--- config.mk ---
export PLATFORM = sky130hd
export DESIGN_NAME = frontend_top
export DESIGN_NICKNAME = d
export VERILOG_FILES = /design/src/design/fe_pkg.sv /design/src/design/instr_scan.sv /design/src/design/bht.sv /design/src/design/fetch_predict.sv /design/src/design/pc_gen.sv /design/src/design/fetch_queue.sv /design/src/design/frontend_top.sv
export VERILOG_INCLUDE_DIRS = /design/src /design/src/design
export SDC_FILE = /design/constraint.sdc
export NUM_CORES = 1
export LEC_CHECK = 0
export BUFFER_PORTS_ARGS = -buffer_cell sky130_fd_sc_hd__clkbuf_2
export CAP_MARGIN = 5
export CORE_ASPECT_RATIO = 1.25
export CORE_MARGIN = 2
export CORE_UTILIZATION = 45
export DETAILED_ROUTE_END_ITERATION = 6
export PLACE_DENSITY = 0.68
export SETUP_SLACK_MARGIN = 0.5
export SYNTH_ARGS = -nofsm -noshare
export SYNTH_HDL_FRONTEND = slang
export SYNTH_SLANG_ARGS = --single-unit
--- constraint.sdc ---
create_clock -name clk_i -period 4.6 [get_ports clk_i]
set_clock_uncertainty 0.2 [all_clocks]
set_input_delay 0.46 -clock clk_i [delete_from_list [all_inputs] [get_ports clk_i]]
set_output_delay 0.46 -clock clk_i [all_outputs]
set_load 0.01 [all_outputs]
--- src/design/fe_cfg.svh ---
// ----------------------------
// frontend configuration macros
// address width, predictor size and
// fetch queue depth
// ----------------------------
`ifndef FE_CFG_SVH
`define FE_CFG_SVH

// virtual address width, one fetch is one 32-bit word
`define FE_VLEN 32

// branch history table entries
// indexed by pc[5:2] for 16 entries
`define FE_BHT_ENTRIES 16

// entries buffered between fetch and decode
`define FE_QUEUE_DEPTH 4

`endif

--- src/design/fe_pkg.sv ---
// ----------------------------
// frontend types
// major opcode classes seen by the scanner
// predicted control flow of a fetch entry
// ----------------------------
package fe_pkg;

  // major opcodes the scanner tells apart
  typedef enum logic [6:0] {
    BRANCH = 7'b1100011,
    JALR   = 7'b1100111,
    JAL    = 7'b1101111,
    // any opcode without a control transfer
    OTHER  = 7'b0010011
  } opcode_e;

  // control flow attached to an entry on its way to decode
  typedef enum logic [1:0] {
    // sequential, target is pc + 4
    NO_CF     = 2'd0,
    // conditional branch predicted taken
    BRANCH_CF = 2'd1,
    // jal, always taken
    JUMP_CF   = 2'd2
  } cf_e;

endpackage

--- src/design/instr_scan.sv ---
// ----------------------------
// instruction scanner
// flags branches and jal in one 32-bit word
// and builds the sign-extended offset
// ----------------------------
`timescale 1ns/1ns
`include "fe_cfg.svh"

module instr_scan (
  input  logic [31:0]         instr_i,
  output logic                is_branch_o,
  output logic                is_jal_o,
  output logic [`FE_VLEN-1:0] imm_o
);

  fe_pkg::opcode_e     opcode;
  logic [`FE_VLEN-1:0] b_imm;
  logic [`FE_VLEN-1:0] j_imm;

  // classify the major opcode, everything unknown is OTHER
  always_comb begin
    case (instr_i[6:0])
      fe_pkg::BRANCH: opcode = fe_pkg::BRANCH;
      fe_pkg::JAL:    opcode = fe_pkg::JAL;
      fe_pkg::JALR:   opcode = fe_pkg::JALR;
      default:        opcode = fe_pkg::OTHER;
    endcase
  end

  // jalr needs a register operand, so it is left to the backend
  assign is_branch_o = (opcode == fe_pkg::BRANCH);
  assign is_jal_o    = (opcode == fe_pkg::JAL);

  // b-type offset imm[12|10:5|4:1|11]
  assign b_imm = {{(`FE_VLEN-12){instr_i[31]}}, instr_i[7],
                  instr_i[30:25], instr_i[11:8], 1'b0};

  // j-type offset imm[20|10:1|11|19:12]
  assign j_imm = {{(`FE_VLEN-20){instr_i[31]}}, instr_i[19:12],
                  instr_i[20], instr_i[30:21], 1'b0};

  // sign bit of the branch offset doubles as the static hint
  assign imm_o = is_jal_o ? j_imm : b_imm;

endmodule

--- src/design/bht.sv ---
// ----------------------------
// branch history table
// 2-bit saturating counters with valid bits
// combinational read, one update per cycle
// ----------------------------
`timescale 1ns/1ns
`include "fe_cfg.svh"

module bht (
  input  logic                clk_i,
  input  logic                rst_ni,
  input  logic                flush_i,
  input  logic [`FE_VLEN-1:0] pc_i,
  input  logic                update_valid_i,
  input  logic [`FE_VLEN-1:0] update_pc_i,
  input  logic                update_taken_i,
  output logic                valid_o,
  output logic                taken_o
);

  localparam int unsigned ENTRIES = `FE_BHT_ENTRIES;
  localparam int unsigned IDX_W   = $clog2(ENTRIES);

  logic [ENTRIES-1:0] valid_q;
  logic [1:0]         cnt_q [ENTRIES];
  logic [IDX_W-1:0]   rd_idx;
  logic [IDX_W-1:0]   upd_idx;

  // word aligned index, the two lsbs are always zero
  assign rd_idx  = pc_i[IDX_W+1:2];
  assign upd_idx = update_pc_i[IDX_W+1:2];

  // msb of the counter is the direction
  assign valid_o = valid_q[rd_idx];
  assign taken_o = cnt_q[rd_idx][1];

  always_ff @(posedge clk_i or negedge rst_ni) begin
    if (!rst_ni) begin
      valid_q <= '0;
    end else if (flush_i) begin
      valid_q <= '0;
    end else if (update_valid_i) begin
      valid_q[upd_idx] <= 1'b1;
    end
  end

  // first update starts weakly taken or weakly not taken
  // later ones saturate between 0 and 3
  always_ff @(posedge clk_i) begin
    if (update_valid_i) begin
      if (!valid_q[upd_idx]) begin
        cnt_q[upd_idx] <= update_taken_i ? 2'd2 : 2'd1;
      end else if (update_taken_i && cnt_q[upd_idx] != 2'd3) begin
        cnt_q[upd_idx] <= cnt_q[upd_idx] + 2'd1;
      end else if (!update_taken_i && cnt_q[upd_idx] != 2'd0) begin
        cnt_q[upd_idx] <= cnt_q[upd_idx] - 2'd1;
      end
    end
  end

endmodule

--- src/design/fetch_predict.sv ---
// ----------------------------
// fetch response register and prediction
// scans the registered word, reads the bht,
// picks control flow and target
// ----------------------------
`timescale 1ns/1ns
`include "fe_cfg.svh"

module fetch_predict (
  input  logic                clk_i,
  input  logic                rst_ni,
  input  logic                redirect_i,
  input  logic                imem_valid_i,
  input  logic [`FE_VLEN-1:0] imem_raddr_i,
  input  logic [31:0]         imem_rdata_i,
  input  logic                resolve_valid_i,
  input  logic                resolve_is_branch_i,
  input  logic [`FE_VLEN-1:0] resolve_pc_i,
  input  logic                resolve_taken_i,
  output logic                entry_valid_o,
  output logic [`FE_VLEN-1:0] entry_pc_o,
  output logic [31:0]         entry_instr_o,
  output fe_pkg::cf_e         entry_cf_o,
  output logic [`FE_VLEN-1:0] entry_target_o,
  output logic                bp_valid_o,
  output logic [`FE_VLEN-1:0] predict_addr_o
);

  logic                valid_q;
  logic [`FE_VLEN-1:0] pc_q;
  logic [31:0]         instr_q;
  logic                is_branch;
  logic                is_jal;
  logic [`FE_VLEN-1:0] imm;
  logic                bht_valid;
  logic                bht_taken;
  logic                branch_taken;

  // ------------------------------
  // response register
  // ------------------------------
  // a taken prediction drops the sequential word arriving now
  always_ff @(posedge clk_i or negedge rst_ni) begin
    if (!rst_ni) begin
      valid_q <= 1'b0;
    end else begin
      valid_q <= imem_valid_i & ~redirect_i & ~bp_valid_o;
    end
  end

  always_ff @(posedge clk_i) begin
    if (imem_valid_i) begin
      pc_q    <= imem_raddr_i;
      instr_q <= imem_rdata_i;
    end
  end

  instr_scan u_instr_scan (
    .instr_i     (instr_q),
    .is_branch_o (is_branch),
    .is_jal_o    (is_jal),
    .imm_o       (imm)
  );

  // history survives pipeline redirects, there is no predictor flush
  bht u_bht (
    .clk_i          (clk_i),
    .rst_ni         (rst_ni),
    .flush_i        (1'b0),
    .pc_i           (pc_q),
    .update_valid_i (resolve_valid_i & resolve_is_branch_i),
    .update_pc_i    (resolve_pc_i),
    .update_taken_i (resolve_taken_i),
    .valid_o        (bht_valid),
    .taken_o        (bht_taken)
  );

  // ------------------------------
  // prediction
  // ------------------------------
  // dynamic if the bht knows the branch, else backward taken
  assign branch_taken = bht_valid ? bht_taken : imm[`FE_VLEN-1];

  always_comb begin
    if (is_jal) begin
      entry_cf_o = fe_pkg::JUMP_CF;
    end else if (is_branch && branch_taken) begin
      entry_cf_o = fe_pkg::BRANCH_CF;
    end else begin
      entry_cf_o = fe_pkg::NO_CF;
    end
  end

  assign entry_target_o = (entry_cf_o == fe_pkg::NO_CF) ? pc_q + `FE_VLEN'(4) : pc_q + imm;

  // taken prediction steers the next request
  assign bp_valid_o     = valid_q & (entry_cf_o != fe_pkg::NO_CF);
  assign predict_addr_o = entry_target_o;

  assign entry_valid_o = valid_q;
  assign entry_pc_o    = pc_q;
  assign entry_instr_o = instr_q;

endmodule

--- src/design/pc_gen.sv ---
// ----------------------------
// next pc generation
// boot load, redirect priority and
// instruction memory request
// ----------------------------
`timescale 1ns/1ns
`include "fe_cfg.svh"

module pc_gen (
  input  logic                clk_i,
  input  logic                rst_ni,
  input  logic [`FE_VLEN-1:0] boot_addr_i,
  input  logic                flush_i,
  input  logic                eret_i,
  input  logic [`FE_VLEN-1:0] epc_i,
  input  logic                ex_valid_i,
  input  logic [`FE_VLEN-1:0] trap_vector_i,
  input  logic                set_pc_commit_i,
  input  logic [`FE_VLEN-1:0] pc_commit_i,
  input  logic                halt_i,
  input  logic                resolve_valid_i,
  input  logic                resolve_mispredict_i,
  input  logic [`FE_VLEN-1:0] resolve_target_i,
  input  logic                bp_valid_i,
  input  logic [`FE_VLEN-1:0] predict_addr_i,
  input  logic                queue_ready_i,
  input  logic                replay_i,
  input  logic [`FE_VLEN-1:0] replay_addr_i,
  input  logic                imem_ready_i,
  output logic                imem_req_o,
  output logic [`FE_VLEN-1:0] imem_addr_o,
  output logic                imem_kill_o,
  output logic                redirect_o
);

  logic                boot_q;
  logic [`FE_VLEN-1:0] npc_q;
  logic [`FE_VLEN-1:0] npc_d;
  logic [`FE_VLEN-1:0] fetch_addr;
  logic                mispredict;
  logic                accept;

  assign mispredict = resolve_valid_i & resolve_mispredict_i;

  // anything from the backend that restarts the stream
  assign redirect_o  = flush_i | eret_i | ex_valid_i | set_pc_commit_i | mispredict;
  assign imem_kill_o = redirect_o | replay_i;

  // no request while the boot address is loaded
  assign imem_req_o = queue_ready_i & ~boot_q;
  assign accept     = imem_req_o & imem_ready_i & ~imem_kill_o;

  // boot address first, then the pc, a taken prediction overrides both
  always_comb begin
    fetch_addr = boot_q ? boot_addr_i : npc_q;
    if (bp_valid_i) begin
      fetch_addr = predict_addr_i;
    end
  end

  assign imem_addr_o = fetch_addr;

  // ------------------------------
  // next pc, lowest priority first
  // ------------------------------
  always_comb begin
    // hold
    npc_d = fetch_addr;
    if (accept) begin
      npc_d = {fetch_addr[`FE_VLEN-1:2], 2'b00} + `FE_VLEN'(4);
    end
    // refetch the entry the full queue could not take
    if (replay_i) begin
      npc_d = replay_addr_i;
    end
    if (mispredict) begin
      npc_d = resolve_target_i;
    end
    if (eret_i) begin
      npc_d = epc_i;
    end
    if (ex_valid_i) begin
      npc_d = trap_vector_i;
    end
    // a halted commit resumes at its own pc
    if (set_pc_commit_i) begin
      npc_d = pc_commit_i + (halt_i ? `FE_VLEN'(0) : `FE_VLEN'(4));
    end
  end

  always_ff @(posedge clk_i or negedge rst_ni) begin
    if (!rst_ni) begin
      boot_q <= 1'b1;
      npc_q  <= '0;
    end else begin
      boot_q <= 1'b0;
      npc_q  <= npc_d;
    end
  end

endmodule

--- src/design/fetch_queue.sv ---
// ----------------------------
// fetch queue toward decode
// circular buffer with push and pop in one cycle
// replay request when an entry meets a full queue
// ----------------------------
`timescale 1ns/1ns
`include "fe_cfg.svh"

module fetch_queue (
  input  logic                clk_i,
  input  logic                rst_ni,
  input  logic                flush_i,
  input  logic                entry_valid_i,
  input  logic [`FE_VLEN-1:0] entry_pc_i,
  input  logic [31:0]         entry_instr_i,
  input  fe_pkg::cf_e         entry_cf_i,
  input  logic [`FE_VLEN-1:0] entry_target_i,
  output logic                ready_o,
  output logic                replay_o,
  output logic [`FE_VLEN-1:0] replay_addr_o,
  output logic                fetch_valid_o,
  input  logic                fetch_ready_i,
  output logic [`FE_VLEN-1:0] fetch_pc_o,
  output logic [31:0]         fetch_instr_o,
  output fe_pkg::cf_e         fetch_cf_o,
  output logic [`FE_VLEN-1:0] fetch_target_o
);

  localparam int unsigned DEPTH = `FE_QUEUE_DEPTH;
  localparam int unsigned PTR_W = $clog2(DEPTH);

  logic [`FE_VLEN-1:0] pc_mem     [DEPTH];
  logic [31:0]         instr_mem  [DEPTH];
  fe_pkg::cf_e         cf_mem     [DEPTH];
  logic [`FE_VLEN-1:0] target_mem [DEPTH];
  logic [PTR_W-1:0]    rd_ptr_q;
  logic [PTR_W-1:0]    wr_ptr_q;
  logic [PTR_W:0]      count_q;
  logic                full;
  logic                push;
  logic                pop;

  // wrap at the last entry
  function automatic logic [PTR_W-1:0] next_ptr(input logic [PTR_W-1:0] ptr);
    return (ptr == PTR_W'(DEPTH - 1)) ? '0 : ptr + 1'b1;
  endfunction

  assign full    = (count_q == (PTR_W+1)'(DEPTH));
  assign ready_o = ~full;

  // a full queue sends the entry back to be fetched again
  assign replay_o      = entry_valid_i & full;
  assign replay_addr_o = entry_pc_i;

  assign push = entry_valid_i & ~full;
  assign pop  = fetch_valid_o & fetch_ready_i;

  // head of the queue drives decode straight from storage
  assign fetch_valid_o  = (count_q != '0);
  assign fetch_pc_o     = pc_mem[rd_ptr_q];
  assign fetch_instr_o  = instr_mem[rd_ptr_q];
  assign fetch_cf_o     = cf_mem[rd_ptr_q];
  assign fetch_target_o = target_mem[rd_ptr_q];

  always_ff @(posedge clk_i or negedge rst_ni) begin
    if (!rst_ni) begin
      rd_ptr_q <= '0;
      wr_ptr_q <= '0;
      count_q  <= '0;
    end else if (flush_i) begin
      rd_ptr_q <= '0;
      wr_ptr_q <= '0;
      count_q  <= '0;
    end else begin
      if (push) begin
        wr_ptr_q <= next_ptr(wr_ptr_q);
      end
      if (pop) begin
        rd_ptr_q <= next_ptr(rd_ptr_q);
      end
      count_q <= count_q + (PTR_W+1)'(push) - (PTR_W+1)'(pop);
    end
  end

  // never writes the head, push only happens when not full
  always_ff @(posedge clk_i) begin
    if (push) begin
      pc_mem[wr_ptr_q]     <= entry_pc_i;
      instr_mem[wr_ptr_q]  <= entry_instr_i;
      cf_mem[wr_ptr_q]     <= entry_cf_i;
      target_mem[wr_ptr_q] <= entry_target_i;
    end
  end

endmodule

--- src/design/frontend_top.sv ---
// ----------------------------
// instruction fetch frontend
// pc generation, fetch register with
// prediction and the fetch queue
// ----------------------------
`timescale 1ns/1ns
`include "fe_cfg.svh"

module frontend_top (
  input  logic                clk_i,
  input  logic                rst_ni,
  input  logic [`FE_VLEN-1:0] boot_addr_i,
  // redirects from the backend
  input  logic                flush_i,
  input  logic                eret_i,
  input  logic [`FE_VLEN-1:0] epc_i,
  input  logic                ex_valid_i,
  input  logic [`FE_VLEN-1:0] trap_vector_i,
  input  logic                set_pc_commit_i,
  input  logic [`FE_VLEN-1:0] pc_commit_i,
  input  logic                halt_i,
  // branch resolution, one cycle strobes
  input  logic                resolve_valid_i,
  input  logic [`FE_VLEN-1:0] resolve_pc_i,
  input  logic                resolve_is_branch_i,
  input  logic                resolve_taken_i,
  input  logic                resolve_mispredict_i,
  input  logic [`FE_VLEN-1:0] resolve_target_i,
  // instruction memory
  output logic                imem_req_o,
  output logic [`FE_VLEN-1:0] imem_addr_o,
  output logic                imem_kill_o,
  input  logic                imem_ready_i,
  input  logic                imem_valid_i,
  input  logic [`FE_VLEN-1:0] imem_raddr_i,
  input  logic [31:0]         imem_rdata_i,
  // decode
  output logic                fetch_valid_o,
  input  logic                fetch_ready_i,
  output logic [`FE_VLEN-1:0] fetch_pc_o,
  output logic [31:0]         fetch_instr_o,
  output fe_pkg::cf_e         fetch_cf_o,
  output logic [`FE_VLEN-1:0] fetch_target_o
);

  logic                redirect;
  logic                bp_valid;
  logic [`FE_VLEN-1:0] predict_addr;
  logic                queue_ready;
  logic                replay;
  logic [`FE_VLEN-1:0] replay_addr;
  logic                entry_valid;
  logic [`FE_VLEN-1:0] entry_pc;
  logic [31:0]         entry_instr;
  fe_pkg::cf_e         entry_cf;
  logic [`FE_VLEN-1:0] entry_target;

  pc_gen u_pc_gen (
    .clk_i                (clk_i),
    .rst_ni               (rst_ni),
    .boot_addr_i          (boot_addr_i),
    .flush_i              (flush_i),
    .eret_i               (eret_i),
    .epc_i                (epc_i),
    .ex_valid_i           (ex_valid_i),
    .trap_vector_i        (trap_vector_i),
    .set_pc_commit_i      (set_pc_commit_i),
    .pc_commit_i          (pc_commit_i),
    .halt_i               (halt_i),
    .resolve_valid_i      (resolve_valid_i),
    .resolve_mispredict_i (resolve_mispredict_i),
    .resolve_target_i     (resolve_target_i),
    .bp_valid_i           (bp_valid),
    .predict_addr_i       (predict_addr),
    .queue_ready_i        (queue_ready),
    .replay_i             (replay),
    .replay_addr_i        (replay_addr),
    .imem_ready_i         (imem_ready_i),
    .imem_req_o           (imem_req_o),
    .imem_addr_o          (imem_addr_o),
    .imem_kill_o          (imem_kill_o),
    .redirect_o           (redirect)
  );

  // kill covers redirect and replay, a replay also has to drop
  // the word in flight or it would overtake the refetched entry
  fetch_predict u_fetch_predict (
    .clk_i               (clk_i),
    .rst_ni              (rst_ni),
    .redirect_i          (imem_kill_o),
    .imem_valid_i        (imem_valid_i),
    .imem_raddr_i        (imem_raddr_i),
    .imem_rdata_i        (imem_rdata_i),
    .resolve_valid_i     (resolve_valid_i),
    .resolve_is_branch_i (resolve_is_branch_i),
    .resolve_pc_i        (resolve_pc_i),
    .resolve_taken_i     (resolve_taken_i),
    .entry_valid_o       (entry_valid),
    .entry_pc_o          (entry_pc),
    .entry_instr_o       (entry_instr),
    .entry_cf_o          (entry_cf),
    .entry_target_o      (entry_target),
    .bp_valid_o          (bp_valid),
    .predict_addr_o      (predict_addr)
  );

  fetch_queue u_fetch_queue (
    .clk_i          (clk_i),
    .rst_ni         (rst_ni),
    .flush_i        (redirect),
    .entry_valid_i  (entry_valid),
    .entry_pc_i     (entry_pc),
    .entry_instr_i  (entry_instr),
    .entry_cf_i     (entry_cf),
    .entry_target_i (entry_target),
    .ready_o        (queue_ready),
    .replay_o       (replay),
    .replay_addr_o  (replay_addr),
    .fetch_valid_o  (fetch_valid_o),
    .fetch_ready_i  (fetch_ready_i),
    .fetch_pc_o     (fetch_pc_o),
    .fetch_instr_o  (fetch_instr_o),
    .fetch_cf_o     (fetch_cf_o),
    .fetch_target_o (fetch_target_o)
  );

endmodule

==> Implementation_results.wiki, run 1 <==
{| class="wikitable"
! Metric !! Value
|-
| Async set-or-reset flop fraction in the synthesized netlist || approximately a tenth
|-
| Warning count from the yosys run || 0
|-
| Post-Place Setup Slack || -301.3 ps
|-
| Final net count || approximately 2.9k
|-
| Chip height || 275 um
|-
| Sequential Power Share || 45.2%
|-
| Final sum of negative setup slack || -9637 ps
|-
| Critical path arrival || 4360 ps
|-
| Max-slew violation total from the final report || 0
|-
| Antenna violations before repair || 6
|-
| Count of final setup violators || a little over 40
|-
| Std cell rows || just under 100
|-
| Share of the core filled with cells || roughly three fifths
|-
| GRT Resource Usage Total || about 28%
|-
| CTS sink cnt || 545
|-
| IR drop worst, VDD || 0.3148 mV
|-
| Ratio of cells with drive above 1 in the final layout || 39.98%
|-
| Hold violation total from the final report || 0
|-
| Crit. End Element || output pin
|-
| Hold crit path type || input pin to flop
|-
| Area of placed instances || 30610 sq um
|-
| Final standard cell area without fillers || approximately 35000 sq um
|-
| Leakage power of the design || 13.22 nW
|-
| Reg-to-reg slack, setup || -280 ps
|-
| Min Clock Period, post-route || 5015 ps
|-
| Primary flip-flop cell chosen by synthesis mapping || sky130_fd_sc_hd__edfxtp_1
|-
| Sequential fraction of the synthesis area || 60.67%
|-
| Global placement routability congestion || 0.9877
|-
| Crit-path max FO || 6
|-
| Post-synthesis cell area || 26440 sq um
|-
| Failing checks || setup timing
|-
| Most area-hungry cell type in the Yosys netlist || sky130_fd_sc_hd__edfxtp_1
|-
| Wire length of the first global-routing pass || between 100000 and 150000 um
|-
| Part of the power in combinational logic || 19.3%
|-
| Internal Power || 0.009358 W
|-
| DP HPWL || about 62000 um
|-
| Congestion Overflow GR || 0
|-
| Clock input transition at the sequential cells of the worst setup and hold paths || 60 ps
|-
| DR vias/cell || slightly below 6
|-
| Relative slew slack || 33.05%
|-
| Die ar. || 60720 sq um
|-
| Routed WL || 85790 um
|-
| First-pass DRT Iterations || 5
|-
| Cell Pwr Density || approximately 360 nW/um^2
|-
| Port bufs || 374
|-
| Fraction of power spent switching nets || 25.79%
|-
| Crit path setup slack, layout || -415.4 ps
|-
| Maximum operating frequency || around 200 MHz
|-
| Via count || 20.06k
|-
| Outcome || finished with violations
|-
| Length of routed met2 wiring || around 43000 um
|-
| Path type of the worst setup path || flop to output pin
|-
| Setup repair after global routing missed its margin || true
|-
| Top-level I/O count || roughly 400
|-
| Fraction of power consumed by the clock network || 35.6%
|-
| Number of DRC violations after detailed-routing iteration 0 || 1677
|-
| Largest incremental delay on the critical path || a little under 500 ps
|-
| Gate count after technology mapping || 1923
|-
| Most used standard cells in the synthesized netlist || sky130_fd_sc_hd__edfxtp_1, sky130_fd_sc_hd__nand2_1, sky130_fd_sc_hd__nor2_1
|-
| Sum of met3 wire segment lengths after detailed routing || 6002 um
|-
| Total of max-cap violations || 0
|-
| Number of filler instances in the final layout || 4430
|-
| Maximum number of pins on one net before global-route repair || 54
|-
| Final antenna-violating net count || 0
|-
| Deepest clock path buffer count || 3
|-
| Number of levels in the clock H-tree || 2
|-
| Critical Path RT || 3940 ps
|-
| Post-route DRC violation count || 0
|-
| Number of library cell types mapped by synthesis || 89
|-
| Initial standard-cell utilization of the core || between 40% and 50%
|-
| Area share of the largest cell type after synthesis || 54.97%
|-
| Synth Area per Inst || 13.75 sq um
|-
| Net switching component of the power || 0.003251 W
|-
| Count leader, synth || sky130_fd_sc_hd__edfxtp_1
|-
| Post-detailed-route wirelength per cell || 24.98 um
|-
| Share of the clock period used by the worst path after layout || 109.0%
|-
| Count of flip-flops with a built-in enable after synthesis || a little under 500
|-
| Total of flip-flops plus latches after synthesis || 545
|-
| Area growth, synth to finish || 33.97%
|-
| Cell at the root of the clock tree || sky130_fd_sc_hd__clkbuf_16
|-
| CTS buffer count || 51
|-
| Syn_nets || 2239
|-
| Area of the core || 58220 sq um
|-
| Measured slew at the worst slew-check pin || 1004 ps
|-
| Max stage delay cell, worst path || sky130_fd_sc_hd__or4b_1
|-
| Top cells by area in the synthesized netlist || sky130_fd_sc_hd__edfxtp_1, sky130_fd_sc_hd__mux4_2, sky130_fd_sc_hd__dfrtp_1
|-
| Vias in the first global route || 20.25k
|-
| Worst-skew pair later-pin latency || between 600 and 700 ps
|-
| TritonCTS clock tree || yes
|-
| Highest signal layer in the routed design || met5
|-
| CP cell instances || nand4_1 -> or2_4 -> nor2_4 -> buf_12 -> mux2_4 -> ha_4 -> inv_2 -> fa_2 -> nor2b_4 -> o31a_1 -> o211a_1 -> or4b_1 -> o211ai_1 -> buf_4 -> mux2i_2 -> clkbuf_2
|-
| CP Launch Type || flop
|-
| Routed length on met1 || between 30000 and 40000 um
|-
| Width of the die || 220.8 um
|}
-- worst max-delay path: cells and delay by family, from the launching register on --
kind	cells	cell delay, ps
compound gates	3	820
fa+ha+maj	2	400
buf+inv	4	540
flops	1	430
mux	2	400
simple gates	5	1190
-- timing repair --
item,CTS,global route
pin swaps,71,57
gates cloned,0,0
resized for setup,201,118
setup endpoints to repair,104,121
hold buffers,98,1
hold endpoints to repair,114,1
setup buffers,61,22
-- registers in the layout (all words and copies together), names as in the netlist, named ones only --
| signal | cells |
|---|---|
| u_fetch_predict.u_bht.cnt_q | 32 |
| u_fetch_predict.entry_valid_o | 1 |
| u_fetch_predict.entry_instr_o | 32 |
| u_fetch_queue.rd_ptr_q | 2 |
| u_fetch_queue.instr_mem | 128 |
| u_fetch_queue.cf_mem | 8 |
| u_fetch_queue.count_q | 3 |
| u_fetch_queue.target_mem | 128 |
| u_fetch_queue.wr_ptr_q | 2 |
| u_fetch_queue.pc_mem | 124 |
| u_pc_gen.boot_q | 1 |
| u_pc_gen.npc_q | 32 |
| u_fetch_predict.u_bht.valid_q | 16 |
| u_fetch_predict.entry_pc_o | 32 |
-- metrics by stage --
step	hold slack [ps]	instances	total power, W
3_5_place_dp	278.5	3156	0.007577
3_3_place_gp	268.4	3156	0.007548
6_report	29.60	3435	0.01261
4_1_cts	0.7137	3409	0.01246
5_1_grt	27.75	3435	0.01299
2_1_floorplan	-35.59	1923	0.006649
-- power groups by stage --
stage	logic [W]	registers, W	clock network, W
6_report	0.00243	0.00569	0.00449
5_1_grt	0.00257	0.00570	0.00472
4_1_cts	0.00222	0.00569	0.00455
3_5_place_dp	0.00178	0.00580	0
3_3_place_gp	0.00176	0.00579	0
2_1_floorplan	0.000905	0.00574	0
-- routing by layer --
metal	GRT usage, %	vias up
met4	11.09	4
met1	35.22	10030
met5	0	-
met3	4.795	169
li1	-	8966
met2	47.25	886
-- path summary, 6_finish.rpt --
path | start | endpoint | depth (start not counted)
worst max-delay path | u_fetch_predict.entry_instr_o[1] | imem_addr_o[23] | 16
worst min-delay path | pc_commit_i[11] | u_pc_gen.npc_q[11] | 4
worst max register to register | u_fetch_predict.entry_instr_o[1] | u_pc_gen.npc_q[30] | 22
worst min register to register | u_fetch_predict.u_bht.valid_q[8] | u_fetch_predict.u_bht.valid_q[8] | 1
max in group asynchronous | rst_ni | u_fetch_predict.u_bht.valid_q[4] | 3
min in group asynchronous | rst_ni | u_pc_gen.npc_q[0] | 2
-- cell usage in the layout, fill, tap and decap left out, types with 10 or more instances in the layout --
| cell | netlist | layout |
|---|---|---|
| sky130_fd_sc_hd__bufinv_16 | 0 | 10 |
| sky130_fd_sc_hd__a211oi_1 | 28 | 17 |
| sky130_fd_sc_hd__o21bai_1 | 16 | 15 |
| sky130_fd_sc_hd__xnor2_1 | 56 | 46 |
| sky130_fd_sc_hd__a31oi_1 | 23 | 18 |
| sky130_fd_sc_hd__mux2i_1 | 33 | 29 |
| sky130_fd_sc_hd__xor2_1 | 33 | 28 |
| sky130_fd_sc_hd__a21oi_1 | 115 | 90 |
| sky130_fd_sc_hd__dfrtp_1 | 56 | 54 |
| sky130_fd_sc_hd__clkbuf_2 | 0 | 354 |
| sky130_fd_sc_hd__mux4_2 | 121 | 121 |
| sky130_fd_sc_hd__nand4_1 | 28 | 28 |
| sky130_fd_sc_hd__buf_4 | 1 | 244 |
| sky130_fd_sc_hd__o21ai_0 | 87 | 48 |
| sky130_fd_sc_hd__a221oi_1 | 13 | 11 |
| sky130_fd_sc_hd__nand2_1 | 129 | 121 |
| sky130_fd_sc_hd__dlygate4sd3_1 | 0 | 98 |
| sky130_fd_sc_hd__o21ai_2 | 0 | 22 |
| sky130_fd_sc_hd__nor3_1 | 27 | 22 |
| sky130_fd_sc_hd__nor2_1 | 128 | 115 |
| sky130_fd_sc_hd__inv_1 | 40 | 34 |
| sky130_fd_sc_hd__ha_1 | 44 | 34 |
| sky130_fd_sc_hd__clkbuf_16 | 0 | 52 |
| sky130_fd_sc_hd__nor2b_1 | 20 | 19 |
| sky130_fd_sc_hd__edfxtp_1 | 484 | 484 |
| sky130_fd_sc_hd__and3_1 | 28 | 27 |
| sky130_fd_sc_hd__a21oi_2 | 1 | 17 |
| sky130_fd_sc_hd__o21ai_1 | 19 | 32 |
| sky130_fd_sc_hd__o211ai_1 | 10 | 10 |
| sky130_fd_sc_hd__or3_1 | 21 | 16 |
| sky130_fd_sc_hd__nand2b_1 | 12 | 10 |
| sky130_fd_sc_hd__buf_6 | 2 | 41 |
| sky130_fd_sc_hd__clkinv_1 | 0 | 14 |
| sky130_fd_sc_hd__a21o_1 | 20 | 20 |
| sky130_fd_sc_hd__nand3_1 | 60 | 59 |
-- logic make-up (layout without fill, tap and decap cells) --
kind of cell | Yosys count | count (layout) | synth area share, %
xor gates and xnor gates | 89 | 89 | 2.948
other | 1 | 5 | 0.01418
and+or+nand+nor | 510 | 510 | 9.517
DFF | 545 | 545 | 60.67
AOI/OAI and AO/OA | 421 | 421 | 10.33
buffers and inverters | 144 | 895 | 2.163
muxes | 167 | 167 | 12.12
adders and majority gates | 46 | 46 | 2.234
-- area by class of cell --
type | instances | area [sq um] | area share (%)
Clock inverter | 37 | 467.9 | 1.321
Inverter | 40 | 150.1 | 0.4239
Multi-Input combinational cell | 1234 | 11050 | 31.21
Sequential cell | 545 | 16050 | 45.31
Clock buffer | 57 | 1320 | 3.727
Tap cell | 757 | 947.2 | 2.674
Timing Repair Buffer | 761 | 5421 | 15.31
Antenna cell | 4 | 10.01 | 0.02826
Note: power is estimated with default switching activity, not from simulation.
==> run 2: changes to the inputs <==
--- a/config.mk
+++ b/config.mk
@@ -12,7 +12,7 @@
 export CORE_MARGIN = 2
 export CORE_UTILIZATION = 45
 export DETAILED_ROUTE_END_ITERATION = 6
-export PLACE_DENSITY = 0.68
+export PLACE_DENSITY = 0.66
 export SETUP_SLACK_MARGIN = 0.5
 export SYNTH_ARGS = -nofsm -noshare
 export SYNTH_HDL_FRONTEND = slang
==> constraint.sdc (replaced) <==
create_clock -name clk_i -period 5.1 [get_ports clk_i]
set_clock_uncertainty 0.2 [all_clocks]
set_input_delay 0.51 -clock clk_i [delete_from_list [all_inputs] [get_ports clk_i]]
set_output_delay 0.51 -clock clk_i [all_outputs]
set_load 0.01 [all_outputs]
==> run 2 against run 1 <==
Effect of this change:
- the run now ends clean
- final area down 2.8%
- clock power down 11%
- global-route usage is 1.0 points lower
==> Implementation_results.wiki, run 2 (synthesis results as in run 1) <==
{| class="wikitable"
! Metric !! Value
|-
| Outcome || complete, no violations (was finished with violations)
|-
| Routed WL || 83770 um (was 85790 um)
|-
| Measured slew at the worst slew-check pin || 1001 ps (was 1004 ps)
|-
| Maximum number of pins on one net before global-route repair || 59 (was 54)
|-
| Met2 global-route usage || 46.35% (was 47.25%)
|-
| Max stage delay cell, worst path || sky130_fd_sc_hd__or4b_1 (unchanged)
|-
| Congestion Overflow GR || 0 (unchanged)
|-
| CP Launch Type || flop (unchanged)
|-
| Worst-skew pair later-pin latency || 620 ps (about the same)
|-
| Setup repair after global routing missed its margin || true (unchanged)
|-
| Global placement routability congestion || 0.9714 (was 0.9877)
|-
| Post-Place Setup Slack || -27.00 ps (was -301.3 ps)
|-
| Placed insts || 3034 (was 3156)
|-
| Largest registers || u_fetch_queue.instr_mem (128), u_fetch_queue.target_mem (128), u_fetch_queue.pc_mem (124) (unchanged)
|-
| Area growth, synth to finish || 30.19% (was 33.97%)
|-
| Worst hold slack across all endpoints || 25.42 ps (was 29.60 ps)
|-
| Combined flip-flop and latch cell area || 16050 sq um (unchanged)
|-
| Ratio of cells with drive above 1 in the final layout || 37.45% (was 39.98%)
|-
| CTS buffer count || 53 (was 51)
|-
| Final net count || 2838 (was 2949)
|-
| Final sum of negative setup slack || 0 ps (was -9637 ps)
|-
| Hold violation total from the final report || 0 (unchanged)
|-
| Crit. End Element || output pin (unchanged)
|-
| Wire length of the first global-routing pass || 121700 um (was 126700 um)
|-
| Routing layer with the top usage in global route || met2 (unchanged)
|-
| Count of final setup violators || 0 (was 41)
|-
| Deepest clock path buffer count || 3 (unchanged)
|-
| CP cell instances || nand4_1 -> or2_4 -> nor2_4 -> buf_6 -> buf_8 -> nor2_4 -> a21o_1 -> ha_1 -> buf_4 -> nand4_1 -> nor2_1 -> a221o_1 -> or4b_1 -> o211ai_1 -> buf_4 -> mux2i_2 -> buf_4 (was nand4_1 -> or2_4 -> nor2_4 -> buf_12 -> mux2_4 -> ha_4 -> inv_2 -> fa_2 -> nor2b_4 -> o31a_1 -> o211a_1 -> or4b_1 -> o211ai_1 -> buf_4 -> mux2i_2 -> clkbuf_2)
|-
| Final standard cell area without fillers || 34420 sq um (was 35420 sq um)
|-
| Antenna violations before repair || 2 (was 6)
|-
| Post-route DRC violation count || 0 (unchanged)
|-
| Max-slew violation total from the final report || 0 (unchanged)
|-
| Port bufs || 374 (unchanged)
|-
| Maximum operating frequency || 201.2 MHz
|-
| Largest delay share family, worst path || simple AND/OR/NAND/NOR gates (unchanged)
|-
| Met1 layer usage reported by global route || 34.91% (was 35.22%)
|-
| Number of levels in the clock H-tree || 2 (unchanged)
|-
| DR vias/cell || 5.927 (was 5.839)
|-
| Grt met3 use || 3.824% (was 4.795%)
|-
| Relative slew slack || 33.24% (was 33.05%)
|-
| Chip height || 275 um (unchanged)
|-
| Number of DRC violations after detailed-routing iteration 0 || 1862 (was 1677)
|-
| Die ar. || 60720 sq um (unchanged)
|-
| Cell Pwr Density || 323.9 nW/um^2 (was 356.0 nW/um^2)
|-
| Width of the die || 220.8 um (unchanged)
|-
| Top-level I/O count || 403 (unchanged)
|-
| DP HPWL || 59880 um (was 61550 um)
|-
| Non-Filler Instances || 3324 (was 3435)
|-
| Total of max-cap violations || 0 (unchanged)
|-
| Area of the core || 58220 sq um (unchanged)
|-
| Via count || 19.70k (was 20.06k)
|-
| Critical path arrival || 4260 ps (was 4360 ps)
|-
| First-pass DRT Iterations || 7 (was 5)
|-
| CTS sink cnt || 545 (unchanged)
|-
| Number of buffers and inverters on the critical path || 5 (was 4)
|-
| Std cell rows || 99 (unchanged)
|-
| Largest incremental delay on the critical path || 510 ps (was 490 ps)
|-
| Clock input transition at the sequential cells of the worst setup and hold paths || 60 ps (about the same)
|-
| Min Clock Period, post-route || 4971 ps
|-
| Combined area of the multi-input logic cells || 10990 sq um (was 11050 sq um)
|-
| IR drop worst, VDD || 0.2646 mV (was 0.3148 mV)
|-
| Critical Path RT || 4390 ps (was 3940 ps)
|-
| Crit-path max FO || 8 (was 6)
|-
| Post-detailed-route wirelength per cell || 25.20 um (was 24.98 um)
|-
| Crit path setup slack, layout || 129.2 ps (was -415.4 ps)
|-
| Commonest non-fill, non-tap cell in the layout || sky130_fd_sc_hd__edfxtp_1 (unchanged)
|-
| Path type of the worst setup path || flop to output pin (unchanged)
|-
| Most used cells in the layout excluding fill and tap cells || sky130_fd_sc_hd__edfxtp_1, sky130_fd_sc_hd__clkbuf_2, sky130_fd_sc_hd__buf_4, sky130_fd_sc_hd__nand2_1, sky130_fd_sc_hd__mux4_2 (unchanged)
|-
| Cell at the root of the clock tree || sky130_fd_sc_hd__clkbuf_16 (unchanged)
|-
| Number of filler instances in the final layout || 4585 (was 4430)
|-
| GRT Resource Usage Total || 26.63% (was 27.64%)
|-
| Leakage power of the design || 12.71 nW (was 13.22 nW)
|-
| Share of the clock period used by the worst path after layout || slightly below 100%
|-
| TritonCTS clock tree || yes (unchanged)
|-
| Hold crit path type || input pin to flop (unchanged)
|-
| Most used cell, CP || sky130_fd_sc_hd__buf_4
|-
| Area of placed instances || 29580 sq um (was 30610 sq um)
|-
| Vias in the first global route || 19.27k (was 20.25k)
|-
| Final antenna-violating net count || 0 (unchanged)
|-
| Initial standard-cell utilization of the core || 45.41% (unchanged)
|}
run 2: cell count changes in the layout (fill, tap and decap cells not counted), moves of 6 or more:
cell	previous run	this run
sky130_fd_sc_hd__nor2_2	8	2
sky130_fd_sc_hd__clkinv_2	6	16
sky130_fd_sc_hd__dlygate4sd3_1	98	85
sky130_fd_sc_hd__o21ai_0	48	59
sky130_fd_sc_hd__clkbuf_1	5	11
sky130_fd_sc_hd__clkbuf_8	8	0
sky130_fd_sc_hd__a21oi_1	90	96
sky130_fd_sc_hd__buf_4	244	145
sky130_fd_sc_hd__clkinv_1	14	3
sky130_fd_sc_hd__o21ai_2	22	13
run 2: worst paths after layout:
kind                                                   start                           endpoint  slack (ps)  cells after the start
max                         u_fetch_predict.entry_instr_o[6]                    imem_addr_o[23]         130                     17
min                                     resolve_target_i[13]                 u_pc_gen.npc_q[13]          30                      3
max reg2reg                 u_fetch_predict.entry_instr_o[6]                 u_pc_gen.npc_q[22]         350                     20
min reg2reg                u_fetch_predict.u_bht.valid_q[11]  u_fetch_predict.u_bht.valid_q[11]         300                      1
max in group asynchronous                             rst_ni          u_fetch_queue.rd_ptr_q[0]        3670                      3
min in group asynchronous                             rst_ni                  u_pc_gen.npc_q[0]         380                      3
run 2: layout make-up:
type	count	area share, %
clock buffers	64	3.973
diodes	1	0.007270
repair buffers	648	13.06
flip-flops and latches	545	46.63
well taps	757	2.752
inverters	40	0.4435
clock inverters	35	1.218
multi-input cells	1234	31.92
run 2: per-stage QoR:
step	util, %	power, W
floorplan	-	0.005971
global placement	50.81	0.006613
CTS	57.46	0.01096
global route	59.13	0.01153
finish	59.13	0.01115
detailed placement	50.81	0.006638
run 2: report_power, final:
group | internal, W | total [W] | switching (W)
Sequential | 0.00501 | 0.00515 | 0.000134
Combinational | 0.000928 | 0.00201 | 0.00108
Clock | 0.00229 | 0.00399 | 0.00170
run 2: layer usage:
| layer | vias to the layer above | wire length (um) |
|---|---|---|
| li1 | 8747 | - |
| met1 | 9940 | 33550 |
| met2 | 867 | 42120 |
| met3 | 146 | 5415 |
| met4 | 2 | 2679 |
| met5 | - | 13 |
run 2: repair_timing:
action / in CTS / in global routing
setup endpoints to repair: 49 / 53
pin swaps: 62 / 66
endpoints found under the hold margin: 139 / 0
setup buffers: 75 / 30
resized for setup: 152 / 165
hold buffers: 85 / 0
run 2: worst min-delay path: cells and delay by family:
kind            cells  cell delay [ps]
buf+inv             1               80
compound gates      2              190
